### config.mk
export PLATFORM = sky130hd
export DESIGN_NAME = fetch_stage
export DESIGN_NICKNAME = d
export VERILOG_FILES = /design/src/core_pkg.sv /design/src/fetch_stage.sv
export VERILOG_INCLUDE_DIRS = /design/src /design/src/src
export SDC_FILE = /design/constraint.sdc
export NUM_CORES = 1
export LEC_CHECK = 0
export ABC_AREA = 1
export BUFFER_PORTS_ARGS = -buffer_cell sky130_fd_sc_hd__buf_2
export CORE_MARGIN = 2
export CORE_UTILIZATION = 30
export CTS_BUF_LIST = sky130_fd_sc_hd__clkbuf_8 sky130_fd_sc_hd__clkbuf_16
export CTS_CLUSTER_DIAMETER = 100
export DETAILED_ROUTE_END_ITERATION = 10
export MAX_ROUTING_LAYER = met4
export PLACE_DENSITY = 0.51
export SLEW_MARGIN = 20
export SYNTH_ARGS = -nofsm -noshare
export SYNTH_HDL_FRONTEND = slang
export SYNTH_SLANG_ARGS = --single-unit
### constraint.sdc
create_clock -name clock -period 5.3 [get_ports clock]
set_clock_uncertainty 0.15 [all_clocks]
set_input_delay 0.53 -clock clock [delete_from_list [all_inputs] [get_ports clock]]
set_output_delay 0.53 -clock clock [all_outputs]
set_load 0.02 [all_outputs]
### src/core_settings.svh
/* core width and reset settings */

`ifndef CORE_SETTINGS_SVH
`define CORE_SETTINGS_SVH

// data and address width
`define XLEN 64

`define INST_WIDTH 32

// integer register file
`define REG_COUNT 32
`define REG_ADDR_WIDTH 5

// first fetch address after reset
`define RESET_PC 64'h0000_0000_8000_0000

`endif

### src/core_pkg.sv
/* core shared types */

`include "core_settings.svh"

package core_pkg;

  typedef logic [`XLEN-1:0] xlen_t;
  typedef logic [`INST_WIDTH-1:0] inst_t;
  typedef logic [`REG_ADDR_WIDTH-1:0] reg_addr_t;

  // major opcodes of the supported subset
  typedef enum logic [6:0] {
    OP     = 7'b0110011,
    OP_IMM = 7'b0010011,
    LOAD   = 7'b0000011,
    STORE  = 7'b0100011,
    BRANCH = 7'b1100011
  } opcode_t;

  typedef enum logic [2:0] {
    ALU_ADD,
    ALU_SUB,
    ALU_AND,
    ALU_OR,
    ALU_XOR
  } alu_op_t;

  typedef enum logic [1:0] {
    BR_NONE,
    BR_EQ,
    BR_NE
  } branch_kind_t;

  typedef enum logic {
    WB_ALU,
    WB_LOAD
  } wb_src_t;

endpackage

### src/fetch_stage.sv
/* fetch stage */

`timescale 1ns/100ps

`include "core_settings.svh"

module fetch_stage import core_pkg::*; (
  input  logic  clock,
  input  logic  reset,
  input  logic  stall,
  input  logic  branch_taken,
  input  xlen_t branch_target,
  output xlen_t inst_addr,
  output xlen_t id_pc,
  output logic  id_valid
);

  // pc of the instruction currently in decode
  xlen_t pc;

  always_ff @(posedge clock) begin
    if (reset) begin
      pc       <= `RESET_PC;
      id_valid <= 1'b0;
    end else if (branch_taken) begin
      pc       <= branch_target;
      id_valid <= 1'b0;
    end else if (!stall) begin
      // hold while empty so the fetched word gets decoded next cycle
      if (id_valid) begin
        pc <= pc + xlen_t'(4);
      end
      id_valid <= 1'b1;
    end
  end

  assign inst_addr = pc;
  assign id_pc     = pc;

endmodule

==> flow_metrics.tcl <==
set metrics [dict create \
    finalSetupViolCount 0 \
    dieHeight_um 135 \
    synth_top_area_frac 0.251 \
    r2r-start "id_valid" \
    final_max_slew_viol_count 0 \
    grt_max_degree 63 \
    cts_sinks 65 \
    synth_cell_types 36 \
    cts_resized 0 \
    dr_total_vias 5687 \
    place.port_buffers 196 \
    vias_per_cell 4.67 \
    crit_type "reg -> reg" \
    worstPathMaxFanout 22 \
    antenna_left 0 \
    ir_worst_vdd_mv 0.159 \
    slew_headroom 0.440 \
    power_density_nw_per_um2 241 \
    post-cts-setup-buffer-count 0 \
    post-route-period-util 0.470 \
    routabilityCongestion 0.962 \
    initial_core_util 0.304 \
    htreeDepth 3 \
    critical_path_arrival_ns 2.62 \
    hold_path_class "in -> reg" \
    cts_max_path_buffers 2 \
    synth_area_leaders "dfxtp_1, nand2_1, buf_4, nor2_1, nand3_1" \
    syn_area_sq_um 5180 \
    synth_top_area_cell "dfxtp_1" \
    required_ns 5.43 \
    grt_remaining_overflow 0 \
    root_buffer "clkbuf_16" \
    wl_per_cell_um 15.7 \
    post-place-ws_ns 2.50 \
    area_growth_pct 19.5 \
    netlist_instances 870 \
    cts_tree "done" \
    grt_pass1_wl_um 29500 \
    hold_viol 0 \
    synth_flop_cell "dfxtp_1" \
    start_kind "flip-flop" \
    antenna_found_initial 0 \
    n_fill_cell 1957 \
    utilization 0.363 \
    globalRouteTotalUtil 0.217 \
    drtPass1Iterations 5 \
    yosys_warnings 0 \
    cap_violations 0 \
    core_area_sq_um 17100 \
    grt_pass1_vias 5250 \
    nets 1058 \
    finalSetupTns_ns 0 \
    rsz0062_at_grt "no" \
    p_total_w 0.00149 \
    startpoint "id_valid" \
    min_from "branch_target[31]" \
    yosysSeqAreaShare 0.251 \
    clkTransAtPathRegs_ns 0.06 \
    dieWidth_um 135 \
    postSynthAreaPerCell_sq_um 5.95 \
    ys_ff_latch 65 \
    fin_ws_ns 2.81 \
    worst_slew_pin_slew_ns 0.839 \
    numCtsBuffers 9 \
    synth_edf_count 0 \
    status "finished, final reports clean" \
    post-route-min-period_ns 2.49 \
    rows 48 \
    drtIter0Drc 368 \
    critPathCaptureType "flip-flop" \
    n_antenna_cell 0 \
    drt_wl_total_um 19200 \
    synth_nets 939 \
    clk_latency_ns 0.35 \
    max_freq_mhz 401 \
    async_flop_share 0 \
    leakagePower_nw 2.82 \
    dieArea_sq_um 18300 \
    drc 0 \
    ioPinCount 197 \
    cts_hold_buf 0 \
    dp_hpwl_um 14700 \
    drive_above_1_share 0.261 \
]
## through the flow
stage	cell area, sq um	hold slack, ns	std cells
final	6190	0.272	1219
after detailed placement	5870	0.318	1203
after floorplan	5180	0.399	870
after CTS	6190	0.262	1219
after global placement	5870	0.313	1203
after global routing	6190	0.270	1219
## synthesized netlist by cell type, types with 4 or more instances
cell	instances
a21oi_1	34
a31oi_1	26
buf_2	8
buf_4	66
clkbuf_1	16
dfxtp_1	65
inv_1	89
inv_2	5
nand2_1	250
nand2_2	7
nand3_1	70
nand4_1	19
nor2_1	105
nor2_2	17
nor2_4	7
nor3_1	13
o21ai_0	26
o21ai_1	4
xnor2_1	10
xor2_1	8
## kinds of logic after synthesis
logic type / after synthesis / synth area share
flops: 65 / 0.251
simple gates: 498 / 0.421
compound gates: 101 / 0.110
xor+xnor: 18 / 0.0304
buf+inv: 187 / 0.185
fa+ha+maj: 1 / 0.00242
## critical path, cell delays in order (launching register included)
cell and delay, ns:
dfxtp_1 0.35, nand2_1 0.36, nor2_2 0.79, buf_4 0.39, o21a_1 0.16, o21ai_0 0.08, a31oi_1 0.13
## power by group
part | switching [W] | internal (W) | total [W]
Sequential | 0.0000566 | 0.000519 | 0.000575
Clock | 0.000240 | 0.000402 | 0.000642
Combinational | 0.000177 | 0.0000964 | 0.000273
## registers in the layout, indices dropped and copies added (netlist names)
name      cells
id_valid      1
id_pc        64
## path summary, 6_finish.rpt
| path | endpoint | slack, ns | depth (start not counted) |
|---|---|---|---|
| setup / recovery | id_pc[6] | 2.81 | 6 |
| hold / removal | id_pc[31] | 0.27 | 3 |
| setup reg to reg | id_pc[6] | 2.81 | 6 |
| hold reg to reg | id_pc[0] | 0.33 | 2 |
## cells in the final DEF, fill, tap and decap left out, types with 7 or more instances in the layout
master | netlist | final
nor3_1 | 13 | 13
nand2_1 | 250 | 250
dfxtp_1 | 65 | 65
clkbuf_16 | 0 | 9
nand3_1 | 70 | 70
nor2_4 | 7 | 7
xnor2_1 | 10 | 10
nand4_1 | 19 | 19
inv_1 | 89 | 89
nor2_2 | 17 | 18
xor2_1 | 8 | 8
o21ai_0 | 26 | 26
a21oi_1 | 34 | 34
nor2_1 | 105 | 104
nand2_2 | 7 | 7
buf_2 | 8 | 196
a31oi_1 | 26 | 26
## per-layer routing
layer / up-vias / part of all wire / global-route usage
li1: 2955 / - / -
met1: 2536 / 0.49 / 0.299
met2: 183 / 0.44 / 0.332
met3: 13 / 0.056 / 0.0378
met4: 0 / 0.014 / 0.0492
met5: - / 0 / -
## layout make-up
cell class                 count  area [sq um]  area share
inverter                      94           353      0.0570
tap                          225           282      0.0455
sequential                    65          1300       0.210
timing repair buffer         201          1020       0.165
clock buffer                  12           267      0.0430
multi-input combinational    618          2920       0.472
clock inverter                 4          50.0     0.00808
Note: power is estimated with default switching activity, not from simulation.
