<file path="src/core_settings.svh">
/* core width and reset settings */

`ifndef CORE_SETTINGS_SVH
`define CORE_SETTINGS_SVH

// data and address width
`define XLEN 64

`define INST_WIDTH 32

// integer register file
`define REG_COUNT 32
`define REG_ADDR_WIDTH 5

// first fetch address after reset
`define RESET_PC 64'h0000_0000_8000_0000

`endif

</file>
<file path="src/core_pkg.sv">
/* core shared types */

`include "core_settings.svh"

package core_pkg;

  typedef logic [`XLEN-1:0] xlen_t;
  typedef logic [`INST_WIDTH-1:0] inst_t;
  typedef logic [`REG_ADDR_WIDTH-1:0] reg_addr_t;

  // major opcodes of the supported subset
  typedef enum logic [6:0] {
    OP     = 7'b0110011,
    OP_IMM = 7'b0010011,
    LOAD   = 7'b0000011,
    STORE  = 7'b0100011,
    BRANCH = 7'b1100011
  } opcode_t;

  typedef enum logic [2:0] {
    ALU_ADD,
    ALU_SUB,
    ALU_AND,
    ALU_OR,
    ALU_XOR
  } alu_op_t;

  typedef enum logic [1:0] {
    BR_NONE,
    BR_EQ,
    BR_NE
  } branch_kind_t;

  typedef enum logic {
    WB_ALU,
    WB_LOAD
  } wb_src_t;

endpackage

</file>
<file path="src/execute_stage.sv">
/* alu, branch resolve and ex/mem register */

`timescale 1ns/100ps

module execute_stage import core_pkg::*; (
  input  logic         clock,
  input  logic         reset,
  input  logic         ex_valid,
  input  xlen_t        ex_pc,
  input  xlen_t        ex_imm,
  input  alu_op_t      ex_alu_op,
  input  branch_kind_t ex_branch,
  input  logic         ex_use_imm,
  input  reg_addr_t    ex_rd_addr,
  input  logic         ex_rd_wr_ena,
  input  logic         ex_mem_rd,
  input  logic         ex_mem_wr,
  input  wb_src_t      ex_wb_src,
  input  xlen_t        rs1_value,
  input  xlen_t        rs2_value,
  output logic         branch_taken,
  output xlen_t        branch_target,
  output logic         mem_valid,
  output xlen_t        mem_pc,
  output xlen_t        mem_alu_result,
  output xlen_t        mem_store_data,
  output reg_addr_t    mem_rd_addr,
  output logic         mem_rd_wr_ena,
  output logic         mem_mem_rd,
  output logic         mem_mem_wr,
  output wb_src_t      mem_wb_src
);

  xlen_t operand_b;
  xlen_t alu_result;
  logic  operands_equal;
  logic  branch_cond;

  assign operand_b = ex_use_imm ? ex_imm : rs2_value;

  always_comb begin
    case (ex_alu_op)
      ALU_SUB: alu_result = rs1_value - operand_b;
      ALU_AND: alu_result = rs1_value & operand_b;
      ALU_OR:  alu_result = rs1_value | operand_b;
      ALU_XOR: alu_result = rs1_value ^ operand_b;
      default: alu_result = rs1_value + operand_b;
    endcase
  end

  // branches compare the two register operands
  assign operands_equal = (rs1_value == rs2_value);

  always_comb begin
    case (ex_branch)
      BR_EQ:   branch_cond = operands_equal;
      BR_NE:   branch_cond = !operands_equal;
      default: branch_cond = 1'b0;
    endcase
  end

  assign branch_taken  = ex_valid && branch_cond;
  assign branch_target = ex_pc + ex_imm;

  always_ff @(posedge clock) begin
    if (reset) begin
      mem_valid     <= 1'b0;
      mem_rd_wr_ena <= 1'b0;
      mem_mem_rd    <= 1'b0;
      mem_mem_wr    <= 1'b0;
    end else begin
      mem_valid     <= ex_valid;
      mem_rd_wr_ena <= ex_valid && ex_rd_wr_ena;
      mem_mem_rd    <= ex_valid && ex_mem_rd;
      mem_mem_wr    <= ex_valid && ex_mem_wr;
    end
  end

  always_ff @(posedge clock) begin
    mem_pc         <= ex_pc;
    mem_alu_result <= alu_result;
    mem_store_data <= rs2_value;
    mem_rd_addr    <= ex_rd_addr;
    mem_wb_src     <= ex_wb_src;
  end

endmodule

</file>
<file path="config.mk">
export PLATFORM = sky130hd
export DESIGN_NAME = execute_stage
export DESIGN_NICKNAME = d
export VERILOG_FILES = /design/src/core_pkg.sv /design/src/execute_stage.sv
export VERILOG_INCLUDE_DIRS = /design/src /design/src/src
export SDC_FILE = /design/constraint.sdc
export NUM_CORES = 1
export LEC_CHECK = 0
export BUFFER_PORTS_ARGS = -buffer_cell sky130_fd_sc_hd__buf_4
export CAP_MARGIN = 20
export CORE_AREA = 2 2 209 211
export CTS_CLUSTER_DIAMETER = 50
export DETAILED_ROUTE_END_ITERATION = 6
export DIE_AREA = 0 0 211 213
export GPL_TIMING_DRIVEN = 0
export PLACE_DENSITY = 0.7
export SETUP_SLACK_MARGIN = 0.1
export SLEW_MARGIN = 20
export SYNTH_ARGS = -nofsm -noshare
export SYNTH_HDL_FRONTEND = slang
export SYNTH_SLANG_ARGS = --single-unit
</file>
<file path="constraint.sdc">
create_clock -name clock -period 7.9 [get_ports clock]
set_input_delay 1.58 -clock clock [delete_from_list [all_inputs] [get_ports clock]]
set_output_delay 1.58 -clock clock [all_outputs]
set_load 0.01 [all_outputs]
</file>
==> flow_summary.json <==
{
  "synth_fp_nets": 2767,
  "worst-path-buf-inv": 12,
  "crit_required_ns": 8.32,
  "synth.avg_cell_area_sq_um": 8.05,
  "hold_viol_final": 0,
  "drt-pass1-iter-count": 5,
  "cp.arrival_ns": 8.15,
  "whs_path_depth": 1,
  "grt_pass1_vias": 18200,
  "detail_route.wl_per_cell_microns": 25.2,
  "period_needed_ns": 7.72,
  "antenna_found_initial": 11,
  "die_w_microns": 211,
  "clockRootBuffer": "clkbuf_16",
  "drv_cap": 0,
  "cts_made_buffers": 28,
  "total_power_mw": 4.55,
  "place.gp.congestion": 1.05,
  "p_leak_nw": 11.6,
  "path_common_cell": "buf_12",
  "seq_area_frac_synth_pct": 22.5,
  "start_util_pct": 42.2,
  "die_area_sq_um": 44900,
  "endpoint_kind": "flip-flop",
  "drive_above_1_share_pct": 24.1,
  "worst_setup_path_start_kind": "input pin",
  "yosys_warnings": 0,
  "cts_num_sinks": 202,
  "n_fill_cell": 3985,
  "clkTransAtPathRegs_ns": 0.07,
  "hpwl_microns": 72500,
  "io_buffers": 539,
  "syn2layout_area_growth_pct": 34.4,
  "vias": 19600,
  "ios": 541,
  "hold_start": "ex_pc[0]",
  "finalWirelength_microns": 85700,
  "rows": 76,
  "async_flop_share_pct": 0,
  "drc_errors": 0,
  "final_common_cell": "buf_4",
  "synth_cell_types": 83,
  "min_period_over_period_pct": 97.8,
  "slew-limit-headroom_pct": 36.9,
  "grt_setup_unrepaired": "false",
  "powerDensity_nw_per_um2": 188,
  "cts_tree": "done",
  "fin_util_pct": 56.7,
  "drt.antenna.violating_nets": 0,
  "grt_max_degree": 14,
  "synth_edf_count": 0,
  "crit_fanout": 10,
  "cpMaxStageDelayCell": "or4_4",
  "track_usage_pct": 36.5,
  "setup_viol": 0,
  "slowest_delay_ns": 0.50,
  "ys_ff_latch": 202,
  "routed_via_density": 5.76,
  "syn_area_sq_um": 18000,
  "cts_buffer_depth": 3,
  "tightest_slew_ns": 0.946,
  "final_cell_mix": "buf_4, ha_1, a21oi_1, dfxtp_1, xnor2_1",
  "final.setup.tns_ns": 0,
  "htreeDepth": 1,
  "synth_cells": 2236,
  "drtIter0Drc": 2009,
  "hold_path.class": "input pin to flip-flop",
  "fin_ws_ns": 0.175,
  "fmax_ghz": 0.129,
  "hold_path_end": "mem_pc[0]",
  "grt_overflow": 0,
  "status": "finished clean",
  "core_sq_um": 42700,
  "grt_pass1_wl_microns": 121000,
  "drv_slew": 0,
  "vdd_drop_max_mv": 0.164,
  "crit_family": "compound AO/OA/AOI/OAI gates",
  "pre_cts_ws_ns": -1.40,
  "nets": 3351,
  "ys.flop_type": "dfxtp_1",
  "setup.worst_path.class": "input pin to flip-flop",
  "die_h_microns": 213
}
## layout make-up
class | count | area (sq um) | share of cell area [%]
antenna | 11 | 27.5 | 0.114
buffer | 103 | 593 | 2.45
clock buffer | 40 | 837 | 3.46
clock inverter | 12 | 175 | 0.723
inverter | 179 | 672 | 2.77
multi-input combinational | 1751 | 13000 | 53.8
sequential | 202 | 4040 | 16.7
tap | 546 | 683 | 2.82
timing repair buffer | 555 | 4170 | 17.2
## power by group
| group | switching [mW] | internal (mW) |
|---|---|---|
| clock | 0.519 | 0.816 |
| combinational | 1.17 | 0.853 |
| sequential | 0.0433 | 1.15 |
| total | 1.73 | 2.82 |
## cells by family (layout without fill, tap and decap cells)
| group | Yosys count | after routing | share of synthesized area (%) |
|---|---|---|---|
| adders and majority gates | 257 | 257 | 17.9 |
| other | 0 | 11 | 0 |
| DFF | 202 | 202 | 22.5 |
| buffers and inverters | 283 | 889 | 6.33 |
| muxes | 84 | 84 | 4.75 |
| and+or+nand+nor | 496 | 496 | 13.6 |
| AOI/OAI and AO/OA | 665 | 665 | 22.8 |
| xor gates and xnor gates | 249 | 249 | 12.2 |
## cells in the mapped netlist (all sizes together), types with 8 or more instances
cell type | number | area share (%)
clkbuf | 79 | 1.7
o21a | 13 | 0.54
a31oi | 30 | 1.1
a211oi | 27 | 1.1
o21ai | 127 | 3.6
dfxtp | 202 | 22
nor2b | 14 | 0.49
buf | 25 | 0.94
a22oi | 20 | 0.83
nand3 | 31 | 0.89
xor2 | 45 | 2.2
o22ai | 29 | 1.0
ha | 255 | 18
o31ai | 12 | 0.58
o211ai | 11 | 0.49
nor4 | 15 | 0.67
or3 | 9 | 0.31
and2 | 13 | 0.47
a41oi | 9 | 0.44
o21bai | 24 | 1.0
mux2i | 84 | 4.8
inv | 179 | 3.7
or2 | 8 | 0.29
xnor2 | 204 | 10
nor3 | 40 | 1.2
nand2b | 13 | 0.45
nor2 | 145 | 3.1
a21o | 78 | 3.3
nand2 | 128 | 2.7
nand4 | 50 | 1.7
a21oi | 248 | 6.9
and3 | 15 | 0.52
## worst max-delay path by stage
stage / startpoint / slack [ns] / end / depth (start not counted)
after global routing: ex_use_imm / 0.10 / mem_alu_result[60] / 36
final: ex_use_imm / 0.18 / mem_alu_result[63] / 33
after floorplan: ex_use_imm / 0.10 / mem_alu_result[59] / 33
after CTS: ex_use_imm / 0.12 / mem_alu_result[63] / 33
after global placement: ex_use_imm / -1.45 / mem_alu_result[63] / 33
after detailed placement: ex_use_imm / -1.40 / mem_alu_result[63] / 33
## what timing repair did
action,in CTS,in global routing
buffers inserted,10,6
setup endpoints to repair,27,19
gates resized for setup,31,28
endpoints found under the hold margin,0,0
hold buffers,0,0
pin swaps,7,13
## through the flow
step | hold slack (ns) | instances | cell area (sq um)
final | 1.11 | 3399 | 24200
after global routing | 1.10 | 3398 | 24200
after CTS | 1.09 | 3383 | 24100
after detailed placement | 1.69 | 3321 | 22800
after global placement | 1.69 | 3321 | 22800
after floorplan | 1.61 | 2236 | 18100
## flip-flops by register name (all words and copies together) (netlist names)
name,cells
mem_mem_rd,1
mem_mem_wr,1
mem_store_data,64
mem_alu_result,64
mem_valid,1
mem_rd_addr,5
mem_rd_wr_ena,1
mem_pc,64
mem_wb_src,1
## per-layer routing
layer  GRT usage [%]  vias to the layer above  wire, microns
met5               0                        -              0
met2            54.3                     1101          36300
li1                -                     9090              -
met4            14.3                        0           3390
met1            51.6                     9259          37300
met3            7.07                      144           8690
(Power assumes the default switching activity.)
