<file path="src/core_settings.svh">
/* core width and reset settings */

`ifndef CORE_SETTINGS_SVH
`define CORE_SETTINGS_SVH

// data and address width
`define XLEN 64

`define INST_WIDTH 32

// integer register file
`define REG_COUNT 32
`define REG_ADDR_WIDTH 5

// first fetch address after reset
`define RESET_PC 64'h0000_0000_8000_0000

`endif

</file>
<file path="src/core_pkg.sv">
/* core shared types */

`include "core_settings.svh"

package core_pkg;

  typedef logic [`XLEN-1:0] xlen_t;
  typedef logic [`INST_WIDTH-1:0] inst_t;
  typedef logic [`REG_ADDR_WIDTH-1:0] reg_addr_t;

  // major opcodes of the supported subset
  typedef enum logic [6:0] {
    OP     = 7'b0110011,
    OP_IMM = 7'b0010011,
    LOAD   = 7'b0000011,
    STORE  = 7'b0100011,
    BRANCH = 7'b1100011
  } opcode_t;

  typedef enum logic [2:0] {
    ALU_ADD,
    ALU_SUB,
    ALU_AND,
    ALU_OR,
    ALU_XOR
  } alu_op_t;

  typedef enum logic [1:0] {
    BR_NONE,
    BR_EQ,
    BR_NE
  } branch_kind_t;

  typedef enum logic {
    WB_ALU,
    WB_LOAD
  } wb_src_t;

endpackage

</file>
<file path="src/hazard_unit.sv">
/* load-use stall and ex forwarding */

`timescale 1ns/100ps

module hazard_unit import core_pkg::*; (
  input  reg_addr_t rs1_addr,
  input  reg_addr_t rs2_addr,
  input  logic      id_uses_rs1,
  input  logic      id_uses_rs2,
  input  logic      ex_mem_rd,
  input  reg_addr_t ex_rd_addr,
  input  logic      ex_valid,
  input  reg_addr_t ex_rs1_addr,
  input  reg_addr_t ex_rs2_addr,
  input  xlen_t     ex_rs1_data,
  input  xlen_t     ex_rs2_data,
  input  reg_addr_t mem_rd_addr,
  input  logic      mem_rd_wr_ena,
  input  xlen_t     mem_alu_result,
  input  reg_addr_t wb_rd_addr,
  input  logic      wb_rd_wr_ena,
  input  xlen_t     wb_data,
  output logic      stall,
  output xlen_t     rs1_value,
  output xlen_t     rs2_value
);

  logic load_in_ex;

  // youngest producer wins
  function automatic xlen_t forward(input reg_addr_t addr, input xlen_t reg_value);
    if (addr == '0) begin
      return reg_value;
    end
    if (mem_rd_wr_ena && (mem_rd_addr == addr)) begin
      return mem_alu_result;
    end
    if (wb_rd_wr_ena && (wb_rd_addr == addr)) begin
      return wb_data;
    end
    return reg_value;
  endfunction

  always_comb begin
    rs1_value = forward(ex_rs1_addr, ex_rs1_data);
    rs2_value = forward(ex_rs2_addr, ex_rs2_data);
  end

  // load data only exists from wb on, so hold the consumer one cycle
  assign load_in_ex = ex_valid && ex_mem_rd && (ex_rd_addr != '0);
  assign stall = load_in_ex && ((id_uses_rs1 && (rs1_addr == ex_rd_addr)) ||
                                (id_uses_rs2 && (rs2_addr == ex_rd_addr)));

endmodule

</file>
<file path="config.mk">
export PLATFORM = sky130hd
export DESIGN_NAME = hazard_unit
export DESIGN_NICKNAME = d
export VERILOG_FILES = /design/src/core_pkg.sv /design/src/hazard_unit.sv
export VERILOG_INCLUDE_DIRS = /design/src /design/src/src
export SDC_FILE = /design/constraint.sdc
export NUM_CORES = 1
export LEC_CHECK = 0
export ABC_AREA = 1
export BUFFER_PORTS_ARGS = -buffer_cell sky130_fd_sc_hd__buf_2
export CAP_MARGIN = 20
export CORE_AREA = 3 3 165 167
export DETAILED_ROUTE_END_ITERATION = 10
export DIE_AREA = 0 0 168 170
export PLACE_DENSITY = 0.59
export RECOVER_POWER = 25
export SETUP_SLACK_MARGIN = 0.05
export SLEW_MARGIN = 25
export SYNTH_ARGS = -nofsm -noshare
export SYNTH_HDL_FRONTEND = slang
export SYNTH_SLANG_ARGS = --single-unit
</file>
<file path="constraint.sdc">
create_clock -name vclk -period 1.5
set_input_delay 0.3 -clock vclk [all_inputs]
set_output_delay 0.3 -clock vclk [all_outputs]
set_load 0.05 [all_outputs]
</file>
==> parameters.txt, run 1 <==
Parameter                              Value

Place
  Number of placed cells counting well taps ... 1910
  HPWL after DPL ... 25400 µm
  Worst setup timing slack at the placement stage ... -805 ps
  Quantity of I/O buffers inserted on ports ... 426
  Final weighted congestion of routability-driven global placement ... 0.933
  Instance area after placement ... 9860 µm²

Global routing
  Overall track demand over capacity in global routing ... 26.1%
  Overall overflow remaining after global route ... 0
  Maximum number of pins on one net before global-route repair ... 36
  Global-route wire length before repair ... 59700 µm
  Vias in the first global route ... 10287
  Initial antenna violation count ... 5

Floorplanning
  Initial cell density of the core ... 19.2%
  Core outline area ... 25900 µm²
  Die area ... 28600 µm²
  Core Rows ... 59
  Chip Height ... 170 µm
  Die extent in x ... 168 µm
  # IOs ... 426

Setup path
  Critical path arrival ... 1870 ps
  Total buffers and inverters traversed by the critical path ... 5
  Worst path cell trace ... buf_8, inv_4, nand2_2, nand2_2, nor2_4, nand3_4, buf_12, nand2_8, clkbuf_16, a21oi_1, nor2_4, buf_6
  End point of the critical path ... rs2_value[14]
  Logic depth of the worst setup path including buffers ... 12
  Critical Setup Path Class ... input pin to primary output
  Crit-path max cell delay ... 230 ps
  Max stage delay cell, worst path ... sky130_fd_sc_hd__clkbuf_16
  CP startpoint kind ... input pin
  Type of element capturing the critical path ... primary output
  Data required, critical path ... 1200 ps
  Top delay family on crit path ... simple AND/OR/NAND/NOR gates
  CP Max Fanout ... 15
  Startpoint of the worst setup timing path ... ex_rs2_addr[3]

Detailed routing
  Average via count per standard cell ... 5.39
  Number of routed nets with antenna violations ... 0
  Routed Wire Length ... 45000 µm
  Number of vias in the routed layout ... 10778
  Drt initial violations ... 987
  Number of detailed-routing iterations run before antenna repair ... 5
  Remaining design rule violation count ... 0
  Drt wl/cell ... 22.5 µm

Final layout
  Area overhead of the layout relative to synthesis ... 204%
  Clock buffer cells ... 0
  Sequential standard cell area ... 0 µm²
  Total number of sequential cells ... 0
  Final Cell Area ... 15100 µm²
  Final layout net count ... 1961
  Share of final-layout standard cells stronger than drive strength 1 ... 77.2%
  Post-layout instance count excluding filler cells ... 2000

Outcome
  Outcome ... finished, violations left
  Failing checks ... setup timing

Pwr
  LEAKAGE ... 0.00685 µW
  Pwr Density ... 359 nW/µm²
  Max VDD drop ... 0.266 mV

Timing
  Final Hold Vio Count ... 0
  Final worst slack ... -671 ps
  Final worst path period share ... 145%
  Worst-Margin Slew ... 350 ps
  Setup-failing EPs final ... 128
  Max Slew Vio Count ... 0
  Final Critical Period ... 2170 ps
  Relative max-transition margin ... 76.6%
  Final-layout setup total negative slack ... -73430 ps
  RSZ-0062 raised after global routing ... yes
  Maximum clock frequency ... 0.461 GHz

Clock network
  Hold buffer count at CTS ... 0

Synth
  Main combinational cell family by area after synthesis ... simple AND/OR/NAND/NOR gates
  Simple-gate area share of the yosys netlist ... 73.6%
  Synth Area in Compound Gates ... 13.5%
  Post-Syn Area ... 4970 µm²
  Cell type with the largest total area after synthesis ... sky130_fd_sc_hd__nor2_1
  XOR/XNOR share of the synthesized area ... 0.705%
  Adder-cell area share of the yosys netlist ... 0%
  Mean area per synthesized cell ... 4.38 µm²
  Net count after synthesis ... 1431
  Dominant cells by area after synthesis ... sky130_fd_sc_hd__nor2_1 (40%), sky130_fd_sc_hd__nand4_1 (16%), sky130_fd_sc_hd__nand2_1 (15%)
  Mux contribution to synthesized area ... 0%
  Yosys top cell area share ... 39.5%
  Most numerous cell types in the synthesized netlist ... sky130_fd_sc_hd__nor2_1 (523), sky130_fd_sc_hd__nand2_1 (193), sky130_fd_sc_hd__nand4_1 (129)
  Number of unique standard cell types used by synthesis ... 23
  Yosys synthesis warning count ... 0
  Cells after synthesis ... 1134
  Share of the yosys chip area belonging to registers ... 0%
  Most instantiated library cell after synthesis ... sky130_fd_sc_hd__nor2_1

Run
  Maximum capacitance violations ... 0

Min path
  Worst hold path cell count ... 4
  Hold crit path type ... input pin to primary output
-- worst min path at each step --
stage	start	end	slack, ps
after floorplan	ex_valid	stall	780
after global placement	ex_rs2_data[41]	rs2_value[41]	960
after detailed placement	ex_rs2_data[41]	rs2_value[41]	960
after CTS	ex_rs1_data[7]	rs1_value[7]	950
after global routing	ex_rs2_data[53]	rs2_value[53]	960
final	ex_rs2_data[26]	rs2_value[26]	950
-- area by class of cell --
cell class         count  area (µm²)
repair inverters       3        23.8
diodes                 3        7.51
repair buffers       626        6520
fillers             2187       10800
well taps            335         419
inverters             29         236
multi-input cells   1004        7920
-- power by group --
| part | switching, µW | leakage (µW) | internal (µW) |
|---|---|---|---|
| Clock | 0 | 0.0000000190 | 0.000268 |
| Combinational | 3160 | 0.00685 | 2270 |
| Sequential | 0 | 0 | 0 |
-- logic make-up after synthesis --
logic type,after synthesis
buffers and inverters,130
and+or+nand+nor,866
xor gates and xnor gates,4
AOI/OAI and AO/OA,134
-- layout by cell type (no fill, tap or decap), types with 2 or more instances in the layout --
cell	netlist	layout
sky130_fd_sc_hd__a21oi_1	128	24
sky130_fd_sc_hd__a21oi_2	0	56
sky130_fd_sc_hd__a21oi_4	0	48
sky130_fd_sc_hd__buf_12	0	57
sky130_fd_sc_hd__buf_16	0	30
sky130_fd_sc_hd__buf_2	21	274
sky130_fd_sc_hd__buf_4	24	87
sky130_fd_sc_hd__buf_6	0	70
sky130_fd_sc_hd__buf_8	0	95
sky130_fd_sc_hd__clkbuf_16	0	11
sky130_fd_sc_hd__clkinv_8	0	3
sky130_fd_sc_hd__diode_2	0	3
sky130_fd_sc_hd__inv_1	17	4
sky130_fd_sc_hd__inv_2	12	7
sky130_fd_sc_hd__inv_4	0	9
sky130_fd_sc_hd__inv_6	0	3
sky130_fd_sc_hd__inv_8	0	3
sky130_fd_sc_hd__nand2_1	193	132
sky130_fd_sc_hd__nand2_2	1	51
sky130_fd_sc_hd__nand2_4	1	10
sky130_fd_sc_hd__nand2_8	0	2
sky130_fd_sc_hd__nand3_1	7	3
sky130_fd_sc_hd__nand3_2	3	2
sky130_fd_sc_hd__nand3_4	0	5
sky130_fd_sc_hd__nand4_1	129	129
sky130_fd_sc_hd__nor2_1	523	80
sky130_fd_sc_hd__nor2_2	2	172
sky130_fd_sc_hd__nor2_4	4	277
sky130_fd_sc_hd__o21ai_0	2	2
sky130_fd_sc_hd__o21ai_4	0	2
sky130_fd_sc_hd__o22ai_2	0	2
sky130_fd_sc_hd__xnor2_1	2	2
sky130_fd_sc_hd__xor2_1	2	2
-- per-stage QoR --
step	hold slack, ps	utilization, %	power (µW)
finish	952	58.4	5430
global placement	963	38.1	3680
detailed placement	963	38.1	3700
global route	959	58.4	5640
floorplan	782	-	2450
CTS	947	50.2	4670
-- metal layers --
metal	part of all wire, %	track usage (%)	vias up
met3	8.8	4.20	143
li1	-	-	4807
met2	49	45.6	711
met4	3.5	5.73	4
met1	39	34.1	5113
met5	0.071	0	-
-- repair_timing --
item / in CTS / in global routing
pin swaps: 110 / 216
hold endpoints to repair: 0 / 0
gates cloned: 34 / 13
resized for setup: 592 / 510
endpoints found under the setup margin: 129 / 129
setup buffers: 34 / 17
Note: power is estimated with default switching activity, not from simulation.
==> inputs of run 2 (changes only) <==
PLACE_DENSITY = 0.58   (was 0.59)
clock period = 2.8 ns   (was 1.5 ns; I/O delays follow)
==> parameters.txt, run 2 (synthesized netlist as in run 1, its figures left out) <==
Parameter                              Value

Final layout
  Clock buffer cells ... 0 (unchanged)
  Area overhead of the layout relative to synthesis ... 64.8% (was 204%)
  Core occupancy in the finished layout ... 31.6% (was 58.4%)
  Total number of sequential cells ... 0 (unchanged)
  Sequential standard cell area ... 0 µm² (unchanged)
  Final layout net count ... 1824 (was 1961)
  Share of final-layout standard cells stronger than drive strength 1 ... 35.2% (was 77.2%)
  Highest-count cells in the layout ignoring fill and taps ... sky130_fd_sc_hd__nor2_1 (504), sky130_fd_sc_hd__buf_2 (336), sky130_fd_sc_hd__nand2_1 (193) (was sky130_fd_sc_hd__nor2_4 (277), sky130_fd_sc_hd__buf_2 (274), sky130_fd_sc_hd__nor2_2 (172))
  FILL cells ... 2987 (was 2187)
  Leading cell type in the layout, fill and taps excluded ... sky130_fd_sc_hd__nor2_1 (was sky130_fd_sc_hd__nor2_4)

Detailed routing
  Number of detailed-routing iterations run before antenna repair ... 5 (unchanged)
  Drt wl/cell ... 17.8 µm (was 22.5 µm)
  Remaining design rule violation count ... 0 (unchanged)
  Average via count per standard cell ... 5.01 (was 5.39)
  Drt initial violations ... 865 (was 987)
  Number of routed nets with antenna violations ... 0 (unchanged)
  Number of vias in the routed layout ... 9331 (was 10778)
  Routed Wire Length ... 33200 µm (was 45000 µm)

Floorplanning
  Die extent in x ... 168 µm (unchanged)
  Core Rows ... 59 (unchanged)
  Core outline area ... 25900 µm² (unchanged)
  # IOs ... 426 (unchanged)
  Chip Height ... 170 µm (unchanged)
  Initial cell density of the core ... 19.2% (unchanged)
  Die area ... 28600 µm² (unchanged)

Timing
  Final worst slack ... 66.6 ps (was -671 ps)
  Max Slew Vio Count ... 0 (unchanged)
  Relative max-transition margin ... 61.0% (was 76.6%)
  RSZ-0062 raised after global routing ... yes (unchanged)
  Final Hold Vio Count ... 0 (unchanged)
  Final-layout setup total negative slack ... 0 ps (was -73430 ps)
  Final Critical Period ... 2730 ps
  Maximum clock frequency ... 0.366 GHz
  Setup-failing EPs final ... 0 (was 128)
  Final worst path period share ... 97.6%
  Worst-Margin Slew ... 588 ps (was 350 ps)

Setup path
  Type of element capturing the critical path ... primary output (unchanged)
  Startpoint of the worst setup timing path ... ex_rs2_addr[1] (was ex_rs2_addr[3])
  Critical path arrival ... 2170 ps (was 1870 ps)
  End point of the critical path ... rs2_value[63] (was rs2_value[14])
  Critical Setup Path Class ... input pin to primary output (unchanged)
  CP Max Fanout ... 11 (was 15)
  CP startpoint kind ... input pin (unchanged)
  Data required, critical path ... 2240 ps (was 1200 ps)

Global routing
  Overall track demand over capacity in global routing ... 20.5% (was 26.1%)
  Initial antenna violation count ... 1 (was 5)
  Global-route wire length before repair ... 47400 µm (was 59700 µm)
  Vias in the first global route ... 8484 (was 10287)
  Overall overflow remaining after global route ... 0 (unchanged)
  Maximum number of pins on one net before global-route repair ... 82 (was 36)

Outcome
  Outcome ... completed (was finished, violations left)

Pwr
  LEAKAGE ... 0.00490 µW (was 0.00685 µW)
  Post-layout power ... 1760 µW (was 5430 µW)
  Max VDD drop ... 0.145 mV (was 0.266 mV)
  Pwr Density ... 215 nW/µm² (was 359 nW/µm²)

Place
  Final weighted congestion of routability-driven global placement ... 0.939 (was 0.933)
  Worst setup timing slack at the placement stage ... -146 ps (was -805 ps)
  Quantity of I/O buffers inserted on ports ... 426 (unchanged)
  HPWL after DPL ... 25700 µm (was 25400 µm)

Clock network
  Hold buffer count at CTS ... 0 (unchanged)

Min path
  Critical hold path startpoint ... ex_rs1_data[34] (was ex_rs2_data[26])
  Hold crit path type ... input pin to primary output (unchanged)

Run
  Maximum capacitance violations ... 0 (unchanged)
==> run 2: changes by cell type in the layout (fill, tap and decap cells not counted), sizes merged <==
cell    previous run  this run
buf              613       416
bufinv             1         0
clkinv             3         1
diode              3         1
bufbuf             1         2
clkbuf            12        74
==> run 2: what timing repair did <==
item	in CTS	in global routing
endpoints found under the setup margin	8	84
cloned	2	2
resized for setup	12	117
setup buffers	1	3
pin swaps	2	9
==> run 2: layout make-up <==
cell class / instances / area (µm²) / share of cell area [%]
well taps: 335 / 419 / 5.12
inverters: 29 / 121 / 1.48
repair buffers: 492 / 3170 / 38.7
diodes: 1 / 2.50 / 0.0306
multi-input cells: 1004 / 4480 / 54.7
==> run 2: worst min-delay path by stage <==
stage	endpoint	cells after the start
3_3_place_gp	stall	4
3_5_place_dp	stall	4
5_1_grt	rs1_value[49]	4
6_report	rs1_value[34]	4
2_1_floorplan	stall	2
4_1_cts	stall	4
==> run 2: metal layers <==
| layer | global-route usage (%) | wire, µm |
|---|---|---|
| met1 | 24.5 | 12800 |
| met4 | 5.34 | 1020 |
| met5 | 0 | 0 |
| met2 | 39.1 | 16700 |
| met3 | 1.95 | 2680 |
==> run 2: worst max-delay path: stages <==
cell and delay [ps]:
sky130_fd_sc_hd__buf_2 130, sky130_fd_sc_hd__inv_1 60, sky130_fd_sc_hd__nand2_1 60, sky130_fd_sc_hd__nand2_1 80, sky130_fd_sc_hd__nor2_4 160, sky130_fd_sc_hd__buf_4 240
sky130_fd_sc_hd__buf_4 200, sky130_fd_sc_hd__nand4_1 90, sky130_fd_sc_hd__nand2_1 70, sky130_fd_sc_hd__nor2_1 60, sky130_fd_sc_hd__nor2_1 180, sky130_fd_sc_hd__clkbuf_4 280
==> run 2: stage by stage <==
stage,std cells,hold slack (ps),instance area (µm²)
after floorplan,1134,1370,4970
after global placement,1852,1520,7730
after detailed placement,1852,1520,7730
after CTS,1855,1520,7850
after global routing,1861,1560,8190
final,1861,1520,8190
==> run 2: power by group <==
group / switching [µW] / leakage [µW] / internal (µW)
clock network: 0 / 0.00000000634 / 0.0000478
logic: 1220 / 0.00490 / 543
registers: 0 / 0 / 0
total: 1220 / 0.00490 / 543
