--- src/core_settings.svh ---
/* core width and reset settings */

`ifndef CORE_SETTINGS_SVH
`define CORE_SETTINGS_SVH

// data and address width
`define XLEN 64

`define INST_WIDTH 32

// integer register file
`define REG_COUNT 32
`define REG_ADDR_WIDTH 5

// first fetch address after reset
`define RESET_PC 64'h0000_0000_8000_0000

`endif

--- src/core_pkg.sv ---
/* core shared types */

`include "core_settings.svh"

package core_pkg;

  typedef logic [`XLEN-1:0] xlen_t;
  typedef logic [`INST_WIDTH-1:0] inst_t;
  typedef logic [`REG_ADDR_WIDTH-1:0] reg_addr_t;

  // major opcodes of the supported subset
  typedef enum logic [6:0] {
    OP     = 7'b0110011,
    OP_IMM = 7'b0010011,
    LOAD   = 7'b0000011,
    STORE  = 7'b0100011,
    BRANCH = 7'b1100011
  } opcode_t;

  typedef enum logic [2:0] {
    ALU_ADD,
    ALU_SUB,
    ALU_AND,
    ALU_OR,
    ALU_XOR
  } alu_op_t;

  typedef enum logic [1:0] {
    BR_NONE,
    BR_EQ,
    BR_NE
  } branch_kind_t;

  typedef enum logic {
    WB_ALU,
    WB_LOAD
  } wb_src_t;

endpackage

--- src/decode_stage.sv ---
/* instruction decode and id/ex register */

`timescale 1ns/100ps

`include "core_settings.svh"

module decode_stage import core_pkg::*; (
  input  logic         clock,
  input  logic         reset,
  input  inst_t        inst,
  input  xlen_t        id_pc,
  input  logic         id_valid,
  input  logic         stall,
  input  logic         branch_taken,
  input  xlen_t        rs1_data,
  input  xlen_t        rs2_data,
  output reg_addr_t    rs1_addr,
  output reg_addr_t    rs2_addr,
  output logic         id_uses_rs1,
  output logic         id_uses_rs2,
  output logic         ex_valid,
  output xlen_t        ex_pc,
  output xlen_t        ex_imm,
  output alu_op_t      ex_alu_op,
  output branch_kind_t ex_branch,
  output logic         ex_use_imm,
  output reg_addr_t    ex_rs1_addr,
  output reg_addr_t    ex_rs2_addr,
  output xlen_t        ex_rs1_data,
  output xlen_t        ex_rs2_data,
  output reg_addr_t    ex_rd_addr,
  output logic         ex_rd_wr_ena,
  output logic         ex_mem_rd,
  output logic         ex_mem_wr,
  output wb_src_t      ex_wb_src
);

  logic [2:0]   funct3;
  logic [6:0]   funct7;
  reg_addr_t    rd_addr;
  xlen_t        imm_i;
  xlen_t        imm_s;
  xlen_t        imm_b;
  xlen_t        dec_imm;
  alu_op_t      dec_alu_op;
  branch_kind_t dec_branch;
  wb_src_t      dec_wb_src;
  logic         dec_use_imm;
  logic         dec_rd_wr;
  logic         dec_mem_rd;
  logic         dec_mem_wr;
  logic         dec_uses_rs1;
  logic         dec_uses_rs2;

  assign funct3   = inst[14:12];
  assign funct7   = inst[31:25];
  assign rd_addr  = inst[11:7];
  assign rs1_addr = inst[19:15];
  assign rs2_addr = inst[24:20];

  // sign-extended immediates
  assign imm_i = {{(`XLEN-12){inst[31]}}, inst[31:20]};
  assign imm_s = {{(`XLEN-12){inst[31]}}, inst[31:25], inst[11:7]};
  assign imm_b = {{(`XLEN-13){inst[31]}}, inst[31], inst[7], inst[30:25], inst[11:8], 1'b0};

  always_comb begin
    dec_imm      = imm_i;
    dec_alu_op   = ALU_ADD;
    dec_branch   = BR_NONE;
    dec_wb_src   = WB_ALU;
    dec_use_imm  = 1'b0;
    dec_rd_wr    = 1'b0;
    dec_mem_rd   = 1'b0;
    dec_mem_wr   = 1'b0;
    dec_uses_rs1 = 1'b0;
    dec_uses_rs2 = 1'b0;
    case (opcode_t'(inst[6:0]))
      OP: begin
        dec_rd_wr    = 1'b1;
        dec_uses_rs1 = 1'b1;
        dec_uses_rs2 = 1'b1;
        case ({funct7, funct3})
          10'b0000000_000: dec_alu_op = ALU_ADD;
          10'b0100000_000: dec_alu_op = ALU_SUB;
          10'b0000000_111: dec_alu_op = ALU_AND;
          10'b0000000_110: dec_alu_op = ALU_OR;
          10'b0000000_100: dec_alu_op = ALU_XOR;
          default:         dec_rd_wr  = 1'b0;
        endcase
      end
      OP_IMM: if (funct3 == 3'b000) begin
        dec_rd_wr    = 1'b1;
        dec_use_imm  = 1'b1;
        dec_uses_rs1 = 1'b1;
      end
      LOAD: if (funct3 == 3'b011) begin
        dec_rd_wr    = 1'b1;
        dec_mem_rd   = 1'b1;
        dec_use_imm  = 1'b1;
        dec_uses_rs1 = 1'b1;
        dec_wb_src   = WB_LOAD;
      end
      STORE: if (funct3 == 3'b011) begin
        dec_imm      = imm_s;
        dec_mem_wr   = 1'b1;
        dec_use_imm  = 1'b1;
        dec_uses_rs1 = 1'b1;
        dec_uses_rs2 = 1'b1;
      end
      BRANCH: if (funct3[2:1] == 2'b00) begin
        dec_imm      = imm_b;
        dec_branch   = funct3[0] ? BR_NE : BR_EQ;
        dec_uses_rs1 = 1'b1;
        dec_uses_rs2 = 1'b1;
      end
      default: begin
        // anything else passes through as a no-op
        dec_rd_wr = 1'b0;
      end
    endcase
  end

  assign id_uses_rs1 = dec_uses_rs1 & id_valid;
  assign id_uses_rs2 = dec_uses_rs2 & id_valid;

  // stall and flush both insert a bubble
  always_ff @(posedge clock) begin
    if (reset || stall || branch_taken || !id_valid) begin
      ex_valid     <= 1'b0;
      ex_rd_wr_ena <= 1'b0;
      ex_mem_rd    <= 1'b0;
      ex_mem_wr    <= 1'b0;
      ex_branch    <= BR_NONE;
    end else begin
      ex_valid     <= 1'b1;
      ex_rd_wr_ena <= dec_rd_wr && (rd_addr != '0);
      ex_mem_rd    <= dec_mem_rd;
      ex_mem_wr    <= dec_mem_wr;
      ex_branch    <= dec_branch;
    end
  end

  always_ff @(posedge clock) begin
    ex_pc       <= id_pc;
    ex_imm      <= dec_imm;
    ex_alu_op   <= dec_alu_op;
    ex_use_imm  <= dec_use_imm;
    ex_wb_src   <= dec_wb_src;
    ex_rd_addr  <= rd_addr;
    ex_rs1_addr <= rs1_addr;
    ex_rs2_addr <= rs2_addr;
    ex_rs1_data <= rs1_data;
    ex_rs2_data <= rs2_data;
  end

endmodule

--- config.mk ---
export PLATFORM = sky130hd
export DESIGN_NAME = decode_stage
export DESIGN_NICKNAME = d
export VERILOG_FILES = /design/src/core_pkg.sv /design/src/decode_stage.sv
export VERILOG_INCLUDE_DIRS = /design/src /design/src/src
export SDC_FILE = /design/constraint.sdc
export NUM_CORES = 1
export LEC_CHECK = 0
export BUFFER_PORTS_ARGS = -buffer_cell sky130_fd_sc_hd__buf_4
export CORE_AREA = 2 2 202 204
export DETAILED_ROUTE_END_ITERATION = 10
export DIE_AREA = 0 0 204 206
export GPL_TIMING_DRIVEN = 0
export SYNTH_ARGS = -nofsm -noshare
export SYNTH_HDL_FRONTEND = slang
export SYNTH_SLANG_ARGS = --single-unit
--- constraint.sdc ---
create_clock -name clock -period 2.9 [get_ports clock]
set_clock_uncertainty 0.2 [all_clocks]
set_input_delay 0.145 -clock clock [delete_from_list [all_inputs] [get_ports clock]]
set_output_delay 0.145 -clock clock [all_outputs]
set_load 0.005 [all_outputs]
==> impl_metrics.json, run 1 <==
{
  "wl_per_cell_um": 14.4,
  "crit_path_end_kind": "register",
  "ys_top_cells_by_area": "dfxtp_1 (85%), buf_4 (8.4%), mux2_2 (0.82%)",
  "hold_path_end": "ex_pc[52]",
  "critical_path.most_common_cell": "dlygate4sd3_1",
  "slowest_delay_ns": 0.60,
  "fin_area_um2": 13300,
  "final_cell_count_no_fill": 1676,
  "synth.avg_cell_area_um2": 15.8,
  "dr.pass1.iters": 4,
  "htreeDepth": 1,
  "slew_headroom_pct": 59.1,
  "hpwlAfterDp_um": 16400,
  "worst_pin_slew_ns": 0.613,
  "fillers": 3899,
  "grt_antenna_before_repair": 0,
  "hold_violations": 0,
  "nets": 1358,
  "gp_congestion": 0.808,
  "peakVddDrop_uv": 379,
  "coreArea_um2": 40200,
  "placed_area_um2": 10100,
  "ios": 523,
  "finalCriticalPeriod_ns": 2.81,
  "syn_inst": 347,
  "port_buffers": 521,
  "cp-start-kind": "input pin",
  "drv_cap": 0,
  "fmax_ghz": 0.356,
  "layout_common_cells": "buf_4 (582), dlygate4sd3_1 (231), dfxtp_1 (230)",
  "wirelength_um": 24200,
  "drive_gt1_share_pct": 55.5,
  "grt-ovfl-total": 0,
  "hold_start": "id_pc[52]",
  "place_ws_ns": 1.08,
  "synth-seq-cells": 231,
  "initial_core_util_pct": 13.6,
  "syn_nets": 576,
  "yosysTopAreaCell": "dfxtp_1",
  "setup_tns_ns": 0,
  "fin_crit_sh_pct": 96.8,
  "grt_pass1_wl_um": 32800,
  "pwr_density_cell_nw_per_um2": 578,
  "grt_pass1_vias": 5732,
  "cp.required_ns": 3.17,
  "cts_made_buffers": 25,
  "cp_cell_sequence": "dlygate4sd3_1 -> buf_4 -> nand4bb_4 -> or3_4 -> dlygate4sd3_1 -> or3_1 -> nor3_2 -> dlygate4sd3_1",
  "hold_depth": 2,
  "drt_iter0_drc": 203,
  "ys.flop_type": "dfxtp_1",
  "via_count": 5497,
  "crit_fanout": 5,
  "cts_tree": "yes",
  "num_antenna_cells": 0,
  "status": "completed",
  "seq_area_frac_synth_pct": 84.5,
  "drtAntennaViolNets": 0,
  "setup_violations": 0,
  "rows": 74,
  "cp.arrival_ns": 3.08,
  "min_path_type": "in2reg",
  "cts_sinks": 231,
  "rsz0062_at_grt": "false",
  "synth_edf_count": 0,
  "die-width_um": 204,
  "viasPerCell": 3.28,
  "ys_types": 33,
  "fin_ws_ns": 0.0917,
  "drc": 0,
  "dieHeight_um": 206,
  "placedCellCount": 1401,
  "grt_usage_pct": 10.3,
  "clockRootBuffer": "clkbuf_16",
  "area_growth_pct": 142,
  "final_common_cell": "buf_4",
  "critical_path_class": "in2reg",
  "netlist_area_um2": 5470,
  "crit_slowest_cell": "dlygate4sd3_1",
  "async_reset_ff_share_pct": 0,
  "yosysWarnings": 0,
  "leakage_nw": 6.31,
  "clockBufferDepth": 3,
  "die_area_um2": 42000,
  "total_power_mw": 7.67,
  "yosysTopAreaCellShare_pct": 84.5,
  "slew_viol_final": 0,
  "grt_max_degree": 30,
  "path_clk_slew_ns": 0.06
}
[critical path, delay by kind of cell]
family                 cells  cell delay (ns)
buffers and inverters      4             1.83
AND/OR/NAND/NOR            4             1.11
[flip-flops by register name (all words and copies together) (netlist names)]
signal and count:
ex_pc 64, ex_rs1_data 64, ex_rs2_data 64, ex_imm 13
ex_rd_addr 5, ex_rs1_addr 5, ex_rs2_addr 5, ex_alu_op 3
ex_branch 2, ex_mem_rd 1, ex_mem_wr 1, ex_rd_wr_ena 1
ex_use_imm 1, ex_valid 1, ex_wb_src 1
[logic make-up after synthesis]
logic type	share of synthesized area, %
DFF	84.5
AOI/OAI and AO/OA	1.72
muxes	1.03
and+or+nand+nor	4.00
buffers and inverters	8.74
[cells in the mapped netlist, drive strengths merged (2+ instances only)]
| cell | n |
|---|---|
| a21oi | 2 |
| and3 | 2 |
| buf | 61 |
| dfxtp | 231 |
| inv | 4 |
| mux2 | 5 |
| nand2 | 6 |
| nand2b | 3 |
| nor2 | 5 |
| nor3 | 3 |
| nor3b | 2 |
| nor4 | 3 |
| or3 | 3 |
| or4 | 2 |
[report_power, final]
group / total (mW) / switching [mW] / leakage (nW) / internal, mW
combinational: 0.961 / 0.274 / 3.95 / 0.687
clock: 3.30 / 1.26 / 0.416 / 2.04
sequential: 3.40 / 0.0646 / 1.95 / 3.34
total: 7.67 / 1.60 / 6.31 / 6.06
[layer usage]
metal  part of all wire, %  track usage [%]  up-vias
met3                   8.4             2.76       49
met1                    35             10.9     2554
met5                     0                0        -
li1                      -                -     2617
met2                    53             19.0      277
met4                   3.5             4.97        0
[through the flow]
stage | hold slack, ns | util (%)
floorplan | -0.0273 | -
global placement | 0.0499 | 25.0
detailed placement | 0.0505 | 25.1
CTS | 0.0215 | 33.0
global route | 0.0390 | 33.0
finish | 0.0665 | 33.0
[layout make-up]
class	instances	area, um2	share of cell area (%)
clock buffers	28	647	4.88
plain buffers	62	463	3.49
flip-flops and latches	231	4630	34.9
repair buffers	755	6270	47.3
well taps	532	666	5.02
inverters	4	15.0	0.113
multi-input cells	50	375	2.83
clock inverters	14	200	1.51
[worst max-delay path by stage]
stage,startpoint,end,slack [ns],cells past startpoint
after floorplan,ex_imm[12],ex_imm[13],1.18,1
after global placement,ex_imm[12],ex_imm[59],0.25,2
after detailed placement,stall,ex_rd_wr_ena,1.08,4
after CTS,inst[3],id_uses_rs2,0.07,7
after global routing,inst[3],ex_alu_op[2],0.03,8
final,inst[3],ex_alu_op[2],0.09,8
[repair_timing]
item	CTS	global route
hold endpoints to repair	231	0
gates resized for setup	0	3
hold buffers	233	0
buffers inserted	0	0
endpoints found under the setup margin	0	4
Note: power is estimated with default switching activity, not from simulation.
==> inputs of run 2 (changes only) <==
BUFFER_PORTS_ARGS = not set   (was -buffer_cell sky130_fd_sc_hd__buf_4)
CORE_AREA = 2 2 203 205   (was 2 2 202 204)
DIE_AREA = 0 0 205 207   (was 0 0 204 206)
DONT_BUFFER_PORTS = 1   (was not set)
RECOVER_POWER = 50   (was not set)
==> run 2 against run 1 <==
Net effect:
- the run now fails in clock tree synthesis
- synthesized cell count is the same
- synthesized area is the same
==> impl_metrics.json, run 2 <==
{
  "yosysTopAreaCellShare_pct": 84.5,
  "clockBufferDepth": 3,
  "ios": 523,
  "port_buffers": 0,
  "cts_resized": 0,
  "yosysWarnings": 0,
  "async_reset_ff_share_pct": 0,
  "netlist_area_um2": 5470,
  "initial_core_util_pct": 13.6,
  "dieHeight_um": 207,
  "synth.avg_cell_area_um2": 15.8,
  "ys.flop_type": "dfxtp_1",
  "gp_congestion": 0.822,
  "placedCellCount": 880,
  "htreeDepth": 1,
  "postCtsSetupRepairBufs": 0,
  "synth-seq-cells": 231,
  "synth_edf_count": 0,
  "yosysTopAreaCell": "dfxtp_1",
  "cts_sinks": 231,
  "hpwlAfterDp_um": 13700,
  "ys_types": 33,
  "ys_top_cells_by_count": "dfxtp_1 (231), buf_4 (61), nand2_1 (6), nor2_1 (5)",
  "synth.most_common_cell": "dfxtp_1",
  "hold_buffers": 186,
  "seq_area_frac_synth_pct": 84.5,
  "stop_stage": "clock tree synthesis",
  "die-width_um": 205,
  "syn_inst": 347,
  "clockRootBuffer": "clkbuf_16",
  "ys_top_cells_by_area": "dfxtp_1 (85%), buf_4 (8.4%), mux2_2 (0.82%)",
  "cts_made_buffers": 26,
  "error": "[ERROR RSZ-0060] Max buffer count reached.",
  "syn_nets": 576,
  "status": "did not finish",
  "rows": 74
}
-- run 2: cell counts after synthesis --
No cell type changed its count.
-- run 2: stage by stage --
step | setup WS, ns | cell area [um2]
floorplan | 1.18 | 5470
global placement | 0.591 | 6140
detailed placement | 0.871 | 6160
-- run 2: kinds of logic after synthesis --
kind of cell / after synthesis / synth area share [%]
AOI/OAI and AO/OA: 12 / 1.72
buffers and inverters: 66 / 8.74
DFF: 231 / 84.5
muxes: 5 / 1.03
and+or+nand+nor: 33 / 4.00
==> inputs of run 3 (changes only) <==
PLACE_DENSITY_LB_ADDON = 0.15   (was not set)
==> run 3 against run 2 <==
Net effect:
- the run again fails in clock tree synthesis
- synthesized cell count stayed put
- synthesized area stayed put
==> impl_metrics.json, run 3 <==
{
  "status": "did not finish",
  "stop_stage": "clock tree synthesis",
  "error": "[ERROR RSZ-0060] Max buffer count reached.",
  "yosysWarnings": 0,
  "cts_made_buffers": 25,
  "synthSimpleGateAreaFrac_pct": 4.00,
  "die-width_um": 205,
  "port_buffers": 0,
  "postCtsSetupRepairBufs": 0,
  "synth_fa_ha_area_share_pct": 0,
  "syn_nets": 576,
  "yosysTopAreaCellShare_pct": 84.5,
  "rows": 74,
  "synth_compound_area_share_pct": 1.72,
  "htreeDepth": 1,
  "hold_buffers": 186,
  "ys_types": 33,
  "ys_top_cells_by_area": "dfxtp_1 (85%), buf_4 (8.4%), mux2_2 (0.82%)",
  "hpwlAfterDp_um": 13200,
  "synth.avg_cell_area_um2": 15.8,
  "synth-seq-cells": 231,
  "synthMuxAreaShare_pct": 1.03,
  "async_reset_ff_share_pct": 0,
  "synth.most_common_cell": "dfxtp_1",
  "clockRootBuffer": "clkbuf_16",
  "seq_area_frac_synth_pct": 84.5,
  "syn_inst": 347,
  "ys_top_cells_by_count": "dfxtp_1 (231), buf_4 (61), nand2_1 (6), nor2_1 (5)",
  "ys.flop_type": "dfxtp_1",
  "dieHeight_um": 207,
  "yosysTopAreaCell": "dfxtp_1",
  "clockBufferDepth": 3,
  "synth_edf_count": 0,
  "gp_congestion": 0.717,
  "synth_top_family_by_area": "buffers and inverters",
  "cts_resized": 0,
  "initial_core_util_pct": 13.6,
  "post_synth_xor_area_fraction_pct": 0,
  "cts_sinks": 231,
  "ios": 523,
  "netlist_area_um2": 5470
}
## run 3: cell counts after synthesis
No cell type changed its count.
## run 3: stage by stage
step | cells | worst slack, ns | area, um2
floorplan | 347 | 1.18 | 5470
global placement | 879 | 0.619 | 6140
detailed placement | 880 | 0.656 | 6160
## run 3: kinds of logic after synthesis
group	count (synthesis)
flip-flops	231
AND/OR/NAND/NOR	33
buffers and inverters	66
multiplexers	5
AO/OA/AOI/OAI	12
